--- src/dma_chn_pkg.sv ---
// DMA channel shared types
package dma_chn_pkg;

  typedef logic [31:0] addr_t;
  typedef logic [31:0] data_t;
  typedef logic [1:0]  tr_width_t;
  typedef logic [1:0]  inc_mode_t;
  typedef logic [2:0]  hsize_t;
  typedef logic [1:0]  lane_t;

  // Transfer width codes share the bus size encoding.
  localparam tr_width_t WIDTH_BYTE = 2'd0;
  localparam tr_width_t WIDTH_HALF = 2'd1;
  localparam tr_width_t WIDTH_WORD = 2'd2;

  // Address modes. Codes 2 and 3 keep the address fixed.
  localparam inc_mode_t INC_UP   = 2'd0;
  localparam inc_mode_t INC_DOWN = 2'd1;

  // Bytes moved by one element of the given width.
  function automatic logic [2:0] tr_bytes(input tr_width_t width);
    logic [2:0] n;
    case (width)
      WIDTH_BYTE: n = 3'd1;
      WIDTH_HALF: n = 3'd2;
      default:    n = 3'd4;
    endcase
    return n;
  endfunction

endpackage

--- src/chn_bus_fsm.sv ---
// Channel bus phase FSM
`timescale 1ns/10ps

module chn_bus_fsm (
  input  logic                   hclk,
  input  logic                   hrst_n,
  input  logic                   chn_en_i,
  input  logic                   grant_i,
  input  logic                   hready_i,
  input  dma_chn_pkg::tr_width_t src_width_i,
  input  dma_chn_pkg::tr_width_t dst_width_i,
  input  logic                   blk_last_i,
  output logic                   busy_o,
  output logic                   accept_o,
  output logic                   rd_phase_o,
  output logic                   idle_o,
  output logic                   last_rd_o,
  output logic                   last_wr_o
);
  import dma_chn_pkg::*;

  typedef enum logic [2:0] {
    ST_IDLE,
    ST_RD_MORE,
    ST_RD_LAST,
    ST_WR_MORE,
    ST_WR_LAST
  } state_t;

  state_t     state_q;
  state_t     state_d;
  state_t     rd_entry;
  state_t     wr_entry;
  logic [2:0] src_bytes;
  logic [2:0] dst_bytes;
  logic [2:0] rd_cnt_q;
  logic [2:0] wr_cnt_q;

  assign src_bytes = tr_bytes(src_width_i);
  assign dst_bytes = tr_bytes(dst_width_i);

  // A single read fills the buffer when the source is at least as wide.
  assign rd_entry = (src_bytes >= dst_bytes) ? ST_RD_LAST : ST_RD_MORE;
  assign wr_entry = (dst_bytes >= src_bytes) ? ST_WR_LAST : ST_WR_MORE;

  assign idle_o     = (state_q == ST_IDLE);
  assign last_rd_o  = (state_q == ST_RD_LAST);
  assign last_wr_o  = (state_q == ST_WR_LAST);
  assign rd_phase_o = (state_q == ST_RD_MORE) || last_rd_o;
  assign busy_o     = !idle_o && grant_i;
  assign accept_o   = busy_o && hready_i;

  always_comb begin
    state_d = state_q;
    if (hready_i) begin // Wait states hold everything.
      if (!chn_en_i) begin
        state_d = ST_IDLE;
      end else begin
        case (state_q)
          ST_IDLE: begin
            if (grant_i) state_d = rd_entry;
          end
          ST_RD_MORE: begin
            if (accept_o && (rd_cnt_q == src_bytes)) state_d = ST_RD_LAST;
          end
          ST_RD_LAST: begin
            if (accept_o) state_d = wr_entry;
          end
          ST_WR_MORE: begin
            if (accept_o && blk_last_i) begin
              state_d = ST_IDLE;
            end else if (accept_o && (wr_cnt_q == dst_bytes)) begin
              state_d = ST_WR_LAST;
            end
          end
          ST_WR_LAST: begin
            if (accept_o) state_d = blk_last_i ? ST_IDLE : rd_entry;
          end
          default: state_d = ST_IDLE;
        endcase
      end
    end
  end

  always_ff @(posedge hclk or negedge hrst_n) begin
    if (!hrst_n) begin
      state_q  <= ST_IDLE;
      rd_cnt_q <= '0;
      wr_cnt_q <= '0;
    end else begin
      state_q <= state_d;
      // Ratio counters reload outside their own multi-beat state.
      if (state_q != ST_RD_MORE) begin
        rd_cnt_q <= dst_bytes - src_bytes;
      end else if (accept_o) begin
        rd_cnt_q <= rd_cnt_q - src_bytes;
      end
      if (state_q != ST_WR_MORE) begin
        wr_cnt_q <= src_bytes - dst_bytes;
      end else if (accept_o) begin
        wr_cnt_q <= wr_cnt_q - dst_bytes;
      end
    end
  end

  // Ratio counters never step past the final beat of their state.
  a_rd_ratio: assert property (@(posedge hclk) disable iff (!hrst_n)
    (state_q == ST_RD_MORE) |-> (rd_cnt_q >= src_bytes));

  a_wr_ratio: assert property (@(posedge hclk) disable iff (!hrst_n)
    (state_q == ST_WR_MORE) |-> (wr_cnt_q >= dst_bytes));

endmodule

--- src/chn_addr_gen.sv ---
// Source and destination address generator
`timescale 1ns/10ps

module chn_addr_gen (
  input  logic                   hclk,
  input  logic                   hrst_n,
  input  dma_chn_pkg::addr_t     sar_i,
  input  dma_chn_pkg::addr_t     dar_i,
  input  dma_chn_pkg::tr_width_t src_width_i,
  input  dma_chn_pkg::tr_width_t dst_width_i,
  input  dma_chn_pkg::inc_mode_t sinc_i,
  input  dma_chn_pkg::inc_mode_t dinc_i,
  input  logic                   accept_i,
  input  logic                   rd_phase_i,
  input  logic                   idle_i,
  output dma_chn_pkg::addr_t     haddr_o,
  output dma_chn_pkg::hsize_t    hsize_o,
  output logic                   hwrite_o
);
  import dma_chn_pkg::*;

  addr_t     src_q;
  addr_t     dst_q;
  tr_width_t cur_width;

  // Clear the low bits below the element size.
  function automatic addr_t align_addr(input addr_t addr, input tr_width_t width);
    addr_t res;
    case (width)
      WIDTH_BYTE: res = addr;
      WIDTH_HALF: res = {addr[31:1], 1'b0};
      default:    res = {addr[31:2], 2'b00};
    endcase
    return res;
  endfunction

  function automatic addr_t step_addr(input addr_t addr, input inc_mode_t mode,
                                      input tr_width_t width);
    addr_t res;
    case (mode)
      INC_UP:   res = addr + addr_t'(tr_bytes(width));
      INC_DOWN: res = addr - addr_t'(tr_bytes(width));
      default:  res = addr; // Fixed.
    endcase
    return res;
  endfunction

  always_ff @(posedge hclk or negedge hrst_n) begin
    if (!hrst_n) begin
      src_q <= '0;
      dst_q <= '0;
    end else if (idle_i) begin
      src_q <= align_addr(sar_i, src_width_i);
      dst_q <= align_addr(dar_i, dst_width_i);
    end else if (accept_i) begin
      if (rd_phase_i) src_q <= step_addr(src_q, sinc_i, src_width_i);
      else            dst_q <= step_addr(dst_q, dinc_i, dst_width_i);
    end
  end

  assign cur_width = rd_phase_i ? src_width_i : dst_width_i;
  assign haddr_o   = rd_phase_i ? src_q : dst_q;
  assign hsize_o   = {1'b0, cur_width};
  assign hwrite_o  = !rd_phase_i && !idle_i;

  // Addresses stay aligned through every step of the block.
  a_addr_aligned: assert property (@(posedge hclk) disable iff (!hrst_n)
    !idle_i |-> ((haddr_o[1:0] & lane_t'(tr_bytes(hsize_o[1:0]) - 3'd1)) == 2'b00));

endmodule

--- src/chn_data_pack.sv ---
// Read pack and write unpack datapath
`timescale 1ns/10ps

module chn_data_pack (
  input  logic                   hclk,
  input  logic                   hrst_n,
  input  dma_chn_pkg::data_t     hrdata_i,
  input  logic                   hready_i,
  input  dma_chn_pkg::lane_t     cur_lane_i,
  input  logic                   accept_i,
  input  logic                   rd_phase_i,
  input  dma_chn_pkg::tr_width_t src_width_i,
  input  dma_chn_pkg::tr_width_t dst_width_i,
  output dma_chn_pkg::data_t     hwdata_o
);
  import dma_chn_pkg::*;

  lane_t      lane_q;
  logic       rd_pend_q;
  logic       wr_pend_q;
  logic       rd_dph;
  logic       wr_dph;
  logic [2:0] rd_ptr_q;
  logic [2:0] wr_ptr_q;
  data_t      src_mask;
  data_t      dst_mask;
  data_t      rd_elem;
  data_t      wr_elem;
  data_t      buf_q;
  data_t      buf_d;

  function automatic data_t width_mask(input tr_width_t width);
    data_t m;
    case (width)
      WIDTH_BYTE: m = 32'h0000_00ff;
      WIDTH_HALF: m = 32'h0000_ffff;
      default:    m = 32'hffff_ffff;
    endcase
    return m;
  endfunction

  assign src_mask = width_mask(src_width_i);
  assign dst_mask = width_mask(dst_width_i);

  assign rd_dph = rd_pend_q && hready_i;
  assign wr_dph = wr_pend_q && hready_i;

  // Element down to bit 0, then into the next free buffer bytes.
  assign rd_elem = (hrdata_i >> {lane_q, 3'b000}) & src_mask;
  assign buf_d   = (buf_q & ~(src_mask << {rd_ptr_q[1:0], 3'b000}))
                 | (rd_elem << {rd_ptr_q[1:0], 3'b000});

  assign wr_elem  = (buf_q >> {wr_ptr_q[1:0], 3'b000}) & dst_mask;
  assign hwdata_o = wr_elem << {lane_q, 3'b000}; // Lanes of the write address.

  always_ff @(posedge hclk) begin
    if (accept_i) lane_q <= cur_lane_i;
    if (rd_dph)   buf_q  <= buf_d;
  end

  always_ff @(posedge hclk or negedge hrst_n) begin
    if (!hrst_n) begin
      rd_pend_q <= 1'b0;
      wr_pend_q <= 1'b0;
      rd_ptr_q  <= '0;
      wr_ptr_q  <= '0;
    end else begin
      if (accept_i && rd_phase_i) rd_pend_q <= 1'b1;
      else if (hready_i)          rd_pend_q <= 1'b0;
      if (accept_i && !rd_phase_i) wr_pend_q <= 1'b1;
      else if (hready_i)           wr_pend_q <= 1'b0;
      // Fill restarts after a drain and drain restarts after a fill.
      if (wr_dph) begin
        rd_ptr_q <= '0;
      end else if (rd_dph) begin
        rd_ptr_q <= rd_ptr_q + tr_bytes(src_width_i);
      end
      if (rd_dph) begin
        wr_ptr_q <= '0;
      end else if (wr_dph) begin
        wr_ptr_q <= wr_ptr_q + tr_bytes(dst_width_i);
      end
    end
  end

  // FSM read and write counts must match the buffer size.
  a_pack_bound: assert property (@(posedge hclk) disable iff (!hrst_n)
    (rd_ptr_q <= 3'd4) && (wr_ptr_q <= 3'd4));

endmodule

--- src/chn_block_cntr.sv ---
// Block byte counter and status pulses
`timescale 1ns/10ps

module chn_block_cntr #(
  parameter int BLK_W = 12
) (
  input  logic                   hclk,
  input  logic                   hrst_n,
  input  logic [BLK_W-1:0]       block_tl_i,
  input  dma_chn_pkg::tr_width_t dst_width_i,
  input  logic                   accept_i,
  input  logic                   rd_phase_i,
  input  logic                   idle_i,
  input  logic                   hready_i,
  input  logic                   hresp_i,
  output logic                   blk_last_o,
  output logic                   done_o,
  output logic                   half_done_o,
  output logic                   err_o
);
  import dma_chn_pkg::*;

  localparam int CW = BLK_W + 1;

  logic [CW-1:0] blk_len;
  logic [CW-1:0] half_len;
  logic [CW-1:0] dst_step;
  logic [CW-1:0] cnt_q;
  logic          wr_acc;
  logic          end_pend_q;
  logic          dph_pend_q;
  logic          half_lvl;
  logic          half_d_q;

  assign blk_len  = CW'(block_tl_i) + CW'(1);
  assign half_len = blk_len >> 1;
  assign dst_step = CW'(tr_bytes(dst_width_i));
  assign wr_acc   = accept_i && !rd_phase_i;

  assign blk_last_o  = (cnt_q == '0);
  assign half_lvl    = !idle_i && (cnt_q < half_len);
  assign half_done_o = half_lvl && !half_d_q; // Rising edge only.
  assign done_o      = end_pend_q && hready_i;
  assign err_o       = dph_pend_q && hready_i && hresp_i;

  always_ff @(posedge hclk or negedge hrst_n) begin
    if (!hrst_n) begin
      cnt_q      <= '0;
      end_pend_q <= 1'b0;
      dph_pend_q <= 1'b0;
      half_d_q   <= 1'b0;
    end else begin
      if (idle_i) begin
        cnt_q <= blk_len - dst_step;
      end else if (wr_acc && !blk_last_o) begin
        cnt_q <= cnt_q - dst_step;
      end
      if (wr_acc && blk_last_o) end_pend_q <= 1'b1;
      else if (hready_i)        end_pend_q <= 1'b0;
      if (accept_i)      dph_pend_q <= 1'b1;
      else if (hready_i) dph_pend_q <= 1'b0;
      half_d_q <= half_lvl;
    end
  end

endmodule

--- src/dma_chn_top.sv ---
// DMA channel top level
`timescale 1ns/10ps

module dma_chn_top #(
  parameter int BLK_W = 12
) (
  input  logic                   hclk,
  input  logic                   hrst_n,
  // Channel configuration.
  input  logic                   chn_en_i,
  input  dma_chn_pkg::addr_t     sar_i,
  input  dma_chn_pkg::addr_t     dar_i,
  input  logic [BLK_W-1:0]       block_tl_i,
  input  dma_chn_pkg::tr_width_t src_width_i,
  input  dma_chn_pkg::tr_width_t dst_width_i,
  input  dma_chn_pkg::inc_mode_t sinc_i,
  input  dma_chn_pkg::inc_mode_t dinc_i,
  input  logic                   grant_i,
  // AHB-Lite master.
  output dma_chn_pkg::addr_t     haddr_o,
  output dma_chn_pkg::hsize_t    hsize_o,
  output logic                   hwrite_o,
  output logic                   htrans_o,
  output dma_chn_pkg::data_t     hwdata_o,
  input  dma_chn_pkg::data_t     hrdata_i,
  input  logic                   hready_i,
  input  logic                   hresp_i,
  // Status pulses.
  output logic                   done_o,
  output logic                   half_done_o,
  output logic                   err_o
);
  import dma_chn_pkg::*;

  logic  accept;
  logic  rd_phase;
  logic  fsm_idle;
  logic  blk_last;
  lane_t cur_lane;

  assign cur_lane = haddr_o[1:0];

  chn_bus_fsm u_fsm (
    .hclk        (hclk),
    .hrst_n      (hrst_n),
    .chn_en_i    (chn_en_i),
    .grant_i     (grant_i),
    .hready_i    (hready_i),
    .src_width_i (src_width_i),
    .dst_width_i (dst_width_i),
    .blk_last_i  (blk_last),
    .busy_o      (htrans_o),
    .accept_o    (accept),
    .rd_phase_o  (rd_phase),
    .idle_o      (fsm_idle),
    .last_rd_o   (),
    .last_wr_o   ()
  );

  chn_addr_gen u_addr (
    .hclk        (hclk),
    .hrst_n      (hrst_n),
    .sar_i       (sar_i),
    .dar_i       (dar_i),
    .src_width_i (src_width_i),
    .dst_width_i (dst_width_i),
    .sinc_i      (sinc_i),
    .dinc_i      (dinc_i),
    .accept_i    (accept),
    .rd_phase_i  (rd_phase),
    .idle_i      (fsm_idle),
    .haddr_o     (haddr_o),
    .hsize_o     (hsize_o),
    .hwrite_o    (hwrite_o)
  );

  chn_data_pack u_pack (
    .hclk        (hclk),
    .hrst_n      (hrst_n),
    .hrdata_i    (hrdata_i),
    .hready_i    (hready_i),
    .cur_lane_i  (cur_lane),
    .accept_i    (accept),
    .rd_phase_i  (rd_phase),
    .src_width_i (src_width_i),
    .dst_width_i (dst_width_i),
    .hwdata_o    (hwdata_o)
  );

  chn_block_cntr #(
    .BLK_W (BLK_W)
  ) u_blk (
    .hclk        (hclk),
    .hrst_n      (hrst_n),
    .block_tl_i  (block_tl_i),
    .dst_width_i (dst_width_i),
    .accept_i    (accept),
    .rd_phase_i  (rd_phase),
    .idle_i      (fsm_idle),
    .hready_i    (hready_i),
    .hresp_i     (hresp_i),
    .blk_last_o  (blk_last),
    .done_o      (done_o),
    .half_done_o (half_done_o),
    .err_o       (err_o)
  );

endmodule

--- config.mk ---
export PLATFORM = sky130hd
export DESIGN_NAME = dma_chn_top
export DESIGN_NICKNAME = d
export VERILOG_FILES = /design/src/dma_chn_pkg.sv /design/src/chn_bus_fsm.sv /design/src/chn_addr_gen.sv /design/src/chn_data_pack.sv /design/src/chn_block_cntr.sv /design/src/dma_chn_top.sv
export SDC_FILE = /design/constraint.sdc
export NUM_CORES = 1
export LEC_CHECK = 0
export BUFFER_PORTS_ARGS = -buffer_cell sky130_fd_sc_hd__buf_2
export CAP_MARGIN = 20
export CORE_MARGIN = 10
export CORE_UTILIZATION = 45
export CTS_BUF_LIST = sky130_fd_sc_hd__clkbuf_2 sky130_fd_sc_hd__clkbuf_4 sky130_fd_sc_hd__clkbuf_8
export DETAILED_ROUTE_END_ITERATION = 10
export HOLD_SLACK_MARGIN = 0.05
export PLACE_DENSITY = 0.65
export RECOVER_POWER = 25
export SYNTH_ARGS = -nofsm -noshare
export SYNTH_HDL_FRONTEND = slang
export SYNTH_HIERARCHICAL = 1
export SYNTH_SLANG_ARGS = --single-unit
--- constraint.sdc ---
create_clock -name hclk -period 8.9 [get_ports hclk]
set_input_delay 0 -clock hclk [delete_from_list [all_inputs] [get_ports hclk]]
set_output_delay 0 -clock hclk [all_outputs]
set_load 0.05 [all_outputs]
# Word level (Yosys, flattened, before mapping)

Cells that the tools add are included.
Widths: inputs -> output; s select.

Input bits: 122
Memories kept: 0
Output and inout bits: 72
Bits in latches: 0
ROM bits: 0
Bits in writable memories: 0
Word-level logic and storage cells: 164
Flip-flop bits (word level): 131

Mux-type cells: 62
Add/sub/neg operators: 13
Divide/modulo/power cells: 0
Order comparisons: 3
Reduce and logical (&&, ||, !) cells: 43
Equal/unequal tests: 18
Bitwise operators: 5
Shifts and indexed selects: 5
$mul: 0

Operators by type and width:

| kind                  | number |
|---|---|
| $pmux 32 s2           | 4 |
| $mux 32               | 7 |
| $mux 3                | 37 |
| $and 32x32->32        | 3 |
| $shl 32x5->32         | 3 |
| $add 32x3->32         | 2 |
| $shr 32x5->32         | 2 |
| $sub 32x3->32         | 2 |
| $not 32->32           | 1 |
| $or 32x32->32         | 1 |
| $mux 13               | 2 |
| $sub 13x3->13         | 2 |
| $reduce_bool 2->1     | 10 |
| $logic_and 1x1->1     | 17 |
| $pmux 3 s5            | 1 |
| $add 12x1->13 const B | 1 |
| $logic_not 13->1      | 1 |
| $lt 13x12->1          | 1 |
| $pmux 3 s2            | 2 |
| $sub 3x3->3           | 4 |
| $ne 3x2->1 const B    | 3 |
| $eq 2x1->1 const B    | 4 |
| $logic_not 2->1       | 4 |
| $pmux 2 s2            | 2 |
| 18 further kinds      | 33 |

# Longest topological paths before layout

Word-level depth: 11
Depth in mapped cells: 16
Depth with buffers taken out: 15

# Hierarchy

Netlist, hierarchy kept.

Modules (own cells, without submodules):

| module         | times used | sequential area each (um^2) | cells an instance | area an instance (um^2) |
|---|---|---|---|---|
| chn_addr_gen   | 1          | 1,601.5                     | 814               | 6,429.9 |
| chn_data_pack  | 1          | 1,171.1                     | 384               | 3,786.1 |
| chn_block_cntr | 1          | 400.4                       | 202               | 1,765.4 |
| chn_bus_fsm    | 1          | 225.2                       | 119               | 1,021.0 |

# Least setup slack after synthesis

No wires, ideal clock.

Kind: reg2reg
From: reg u_fsm.state_q[0]
To: reg u_blk.cnt_q[12]
Library setup time: 79 ps
Path slack: 5,698 ps
Arrival time: 3,122 ps
Stages on the path, launching flop included: 14
Data required time: 8,821 ps
Clock period less this slack: 3,202 ps
Buffers on the path: 4
Path through: dfrtp_1 -> buf_6 -> nor3_1 -> buf_6 -> clkbuf_8 -> buf_6 -> mux2_2 -> fa_1 -> a21oi_1 -> o211ai_2 -> a211oi_4 -> nand4b_1 -> xor2_1 -> mux2i_1

Cells in the longest elaborated chain, start to end: 7
Elaborated cells between the ends (all ways): 12
Those cells by class: 2 x eq/ne; 1 x mux; 9 x reduce/logical

RTL lines:

| what                               | line                 | source |
|---|---|---|
| start, declared                    | chn_bus_fsm.sv:30    | `state_t state_q;` |
| start signal, assigned             | chn_bus_fsm.sv:91    | `state_q <= state_d;` |
| $logic_not 3->1 (*)                | chn_bus_fsm.sv:46    | `assign idle_o = (state_q == ST_IDLE);` |
| net fsm_idle                       | dma_chn_top.sv:37    | `logic fsm_idle;` |
| $logic_not 1->1                    | chn_bus_fsm.sv:50    | `assign busy_o = !idle_o && grant_i;` |
| $logic_and 1x1->1                  | chn_bus_fsm.sv:50    |  |
| $logic_and 1x1->1                  | chn_bus_fsm.sv:51    | `assign accept_o = busy_o && hready_i;` |
| $logic_and 1x1->1                  | chn_block_cntr.sv:38 | `assign wr_acc = accept_i && !rd_phase_i;` |
| $logic_and 1x1->1                  | chn_block_cntr.sv:55 | `end else if (wr_acc && !blk_last_o) begin` |
| $reduce_bool 2->1 (no source line) | --                   |  |
| end signal, assigned               | chn_block_cntr.sv:54 | `cnt_q <= blk_len - dst_step;` |
| end signal, assigned               | chn_block_cntr.sv:56 | `cnt_q <= cnt_q - dst_step;` |
| end, declared                      | chn_block_cntr.sv:28 | `logic [CW-1:0] cnt_q;` |

The timed path passes the listed nets; every way through them passes the cells marked *.
A chain may end at the register's enable or synchronous reset.

==> qor.csv <==
metric;value;unit
syn_inst;1518;
drt_iter0_markers;1119;
gp_congestion;0.9090;
ff2ff_setup_slack;4.83;ns
dr_total_vias;12410;
path_class;in2async;
grt_start_max_net_pins;71;
comb_power_share;68.9;%
worstSetupStartpointType;input port;
maxCapViolCount;4;
start_util;45.40;%
overflow;0;
cts_tree;yes;
relSlewSlack;-152.0;%
area_growth;17.75;%
final-max-slew-violation-count;160;
cellLeakagePower;6.685;nW
pwr-share-seq;20.9;%
min_period;4.189;ns
coreArea;28630;um^2
io-pin-count;194;
die_x;189.9;um
switching_share;54.16;%
pwr-share-clk;10.2;%
violations;max-capacitance violations, max-slew violations;
status;finished, violations left;
final_core_util;53.46;%
setup.worst_path.start;hrst_n;
cts.path.max_buffers;2;
finClkSkew;0.01508;ns
antenna_found_initial;0;
power.internal;2.547;mW
setup_viol;0;
cp-end-kind;async pin;
cts_root_buf;clkbuf_8;
crit_fanout;67;
routed_wl;40.68;mm
io_buffers;192;
reg2reg_from;u_fsm/state_q[1]$_DFFE_PN0P_;
first_pass_iters;8;
clkLatencyLatePin;0.47;ns
endpoint;u_blk/cnt_q[5]$_DFFE_PN0P_;
cp_data_arrival_time;3.90;ns
vias_per_cell;5.820;
fmaxAchievable;0.2387;GHz
nets;1951;
htreeDepth;4;
p_per_area;363.0;nW/um^2
die_area;36080;um^2
grt_pass1_wl;65.43;mm
synth_fp_nets;1734;
dpl.hpwl;30.09;mm
p_sw;3.008;mW
cp.required;8.61;ns
grt_pass1_vias;12200;
ctsResizeCount;0;
syn_area;12990;um^2
period_share;47.07;%
worst_pin_slew;3.780;ns
cts_sinks;129;
min_path_type;in2reg;
tns;0;ns
placed_cell_area;14080;um^2
syn_avg_cell_area;8.561;um^2
die_h;189.9;um
cts_buffers;17;
ant_nets;0;
grt_usage;22.05;%
drc;0;
reg2reg_depth;9;
layout-drive-gt1-share;19.91;%
yosysWarnings;6;
num_rows;62;
r2r_end;u_addr/src_q[28]$_DFFE_PN0P_;
path_clk_slew;0.08;ns
avgRoutedWirePerCell;19.07;um
hold_viol_final;0;
rsz0062_at_grt;no;
peakVddDrop;0.0003556;V
final_cell_area;15300;um^2
[power groups by stage]
stage          registers, mW  logic [mW]  clock network, mW
6_report                1.16        3.83              0.564
3_3_place_gp            1.16        3.71                  0
4_1_cts                 1.16        3.80              0.576
2_1_floorplan           1.02        3.08                  0
3_5_place_dp            1.17        3.75                  0
5_1_grt                 1.19        4.18              0.599
[flip-flops by register name, indices dropped and copies added, names as in the netlist]
register / cells
u_blk/dph_pend_q: 1
u_addr/dst_q: 32
u_fsm/rd_cnt_q: 3
u_addr/src_q: 32
u_blk/half_d_q: 1
u_pack/wr_ptr_q: 2
u_fsm/wr_cnt_q: 3
u_blk/end_pend_q: 1
u_pack/buf_q: 32
u_fsm/state_q: 3
u_pack/lane_q: 2
u_blk/cnt_q: 13
u_pack/wr_pend_q: 1
u_pack/rd_ptr_q: 2
u_pack/rd_pend_q: 1
[area by class of cell]
cell class                 count  area (um^2)
tap                          384        480.5
fill                        2682        13320
clock buffer                  20        275.3
multi-input combinational   1248         8927
clock inverter                12        152.6
inverter                      55        214.0
timing repair buffer         284         1852
antenna                        1        2.502
sequential                   129         3398
[routing by layer]
layer | vias up | GRT usage (%) | share of wire (%)
met3 | 43 | 4.650 | 6.9
met5 | - | 0 | 0
met1 | 5888 | 28.92 | 44
li1 | 6052 | - | -
met2 | 431 | 35.39 | 47
met4 | 0 | 7.295 | 2.3
[stage by stage]
| stage | instances | total power, mW | setup slack (ns) | hold WS [ns] |
|---|---|---|---|---|
| CTS | 2131 | 5.529 | 4.977 | 0.05200 |
| global placement | 2020 | 4.868 | 5.048 | -0.04743 |
| detailed placement | 2020 | 4.914 | 4.998 | -0.04286 |
| floorplan | 1518 | 4.098 | 5.701 | -0.2956 |
| finish | 2133 | 5.555 | 4.711 | 0.09014 |
| global route | 2132 | 5.970 | 3.839 | 0.07427 |
[worst max-delay path, cell delays in order]
cell and delay, ns:
dlygate4sd3_1 0.52, dlygate4sd3_1 0.55, clkbuf_4 0.13, clkbuf_1 2.64
[layout by cell type (no fill, tap or decap), drive strengths merged, types with 9 or more instances in the layout]
cell / instances
clkbuf: 27
xnor2: 57
nand3b: 11
nand4: 16
nand3: 26
inv: 55
a31oi: 24
nand2b: 19
buf: 199
o221ai: 11
o21bai: 9
a221o: 9
nor2: 135
o21a: 9
dfrtp: 95
o22ai: 15
mux2: 52
a221oi: 12
mux2i: 65
a21o: 47
dlygate4sd3: 78
nand2: 139
o2bb2ai: 19
a22oi: 15
ha: 90
o21ai: 113
nor2b: 21
nor3: 14
and2: 13
xor2: 36
edfxtp: 34
a211oi: 12
o31ai: 9
a21oi: 146
[worst min path at each step]
stage                         startpoint  slack (ns)                           end  cells after the start
after floorplan                   hrst_n       -0.30   u_addr/dst_q[0]$_DFFE_PN0P_                      0
after global placement            hrst_n       -0.05  u_addr/src_q[22]$_DFFE_PN0P_                      1
after detailed placement          hrst_n       -0.04  u_addr/src_q[22]$_DFFE_PN0P_                      1
after CTS                 dst_width_i[0]        0.05    u_blk/cnt_q[0]$_DFFE_PN0P_                      4
after global routing        hrdata_i[16]        0.07    u_pack/buf_q[16]$_DFFE_PP_                      3
final                       hrdata_i[22]        0.09    u_pack/buf_q[22]$_DFFE_PP_                      3
[timing repair]
item,in CTS,in global routing
setup buffers,0,0
hold buffers,79,0
hold endpoints to repair,109,0
setup endpoints to repair,0,0
Power figures use the tool's default switching activity.
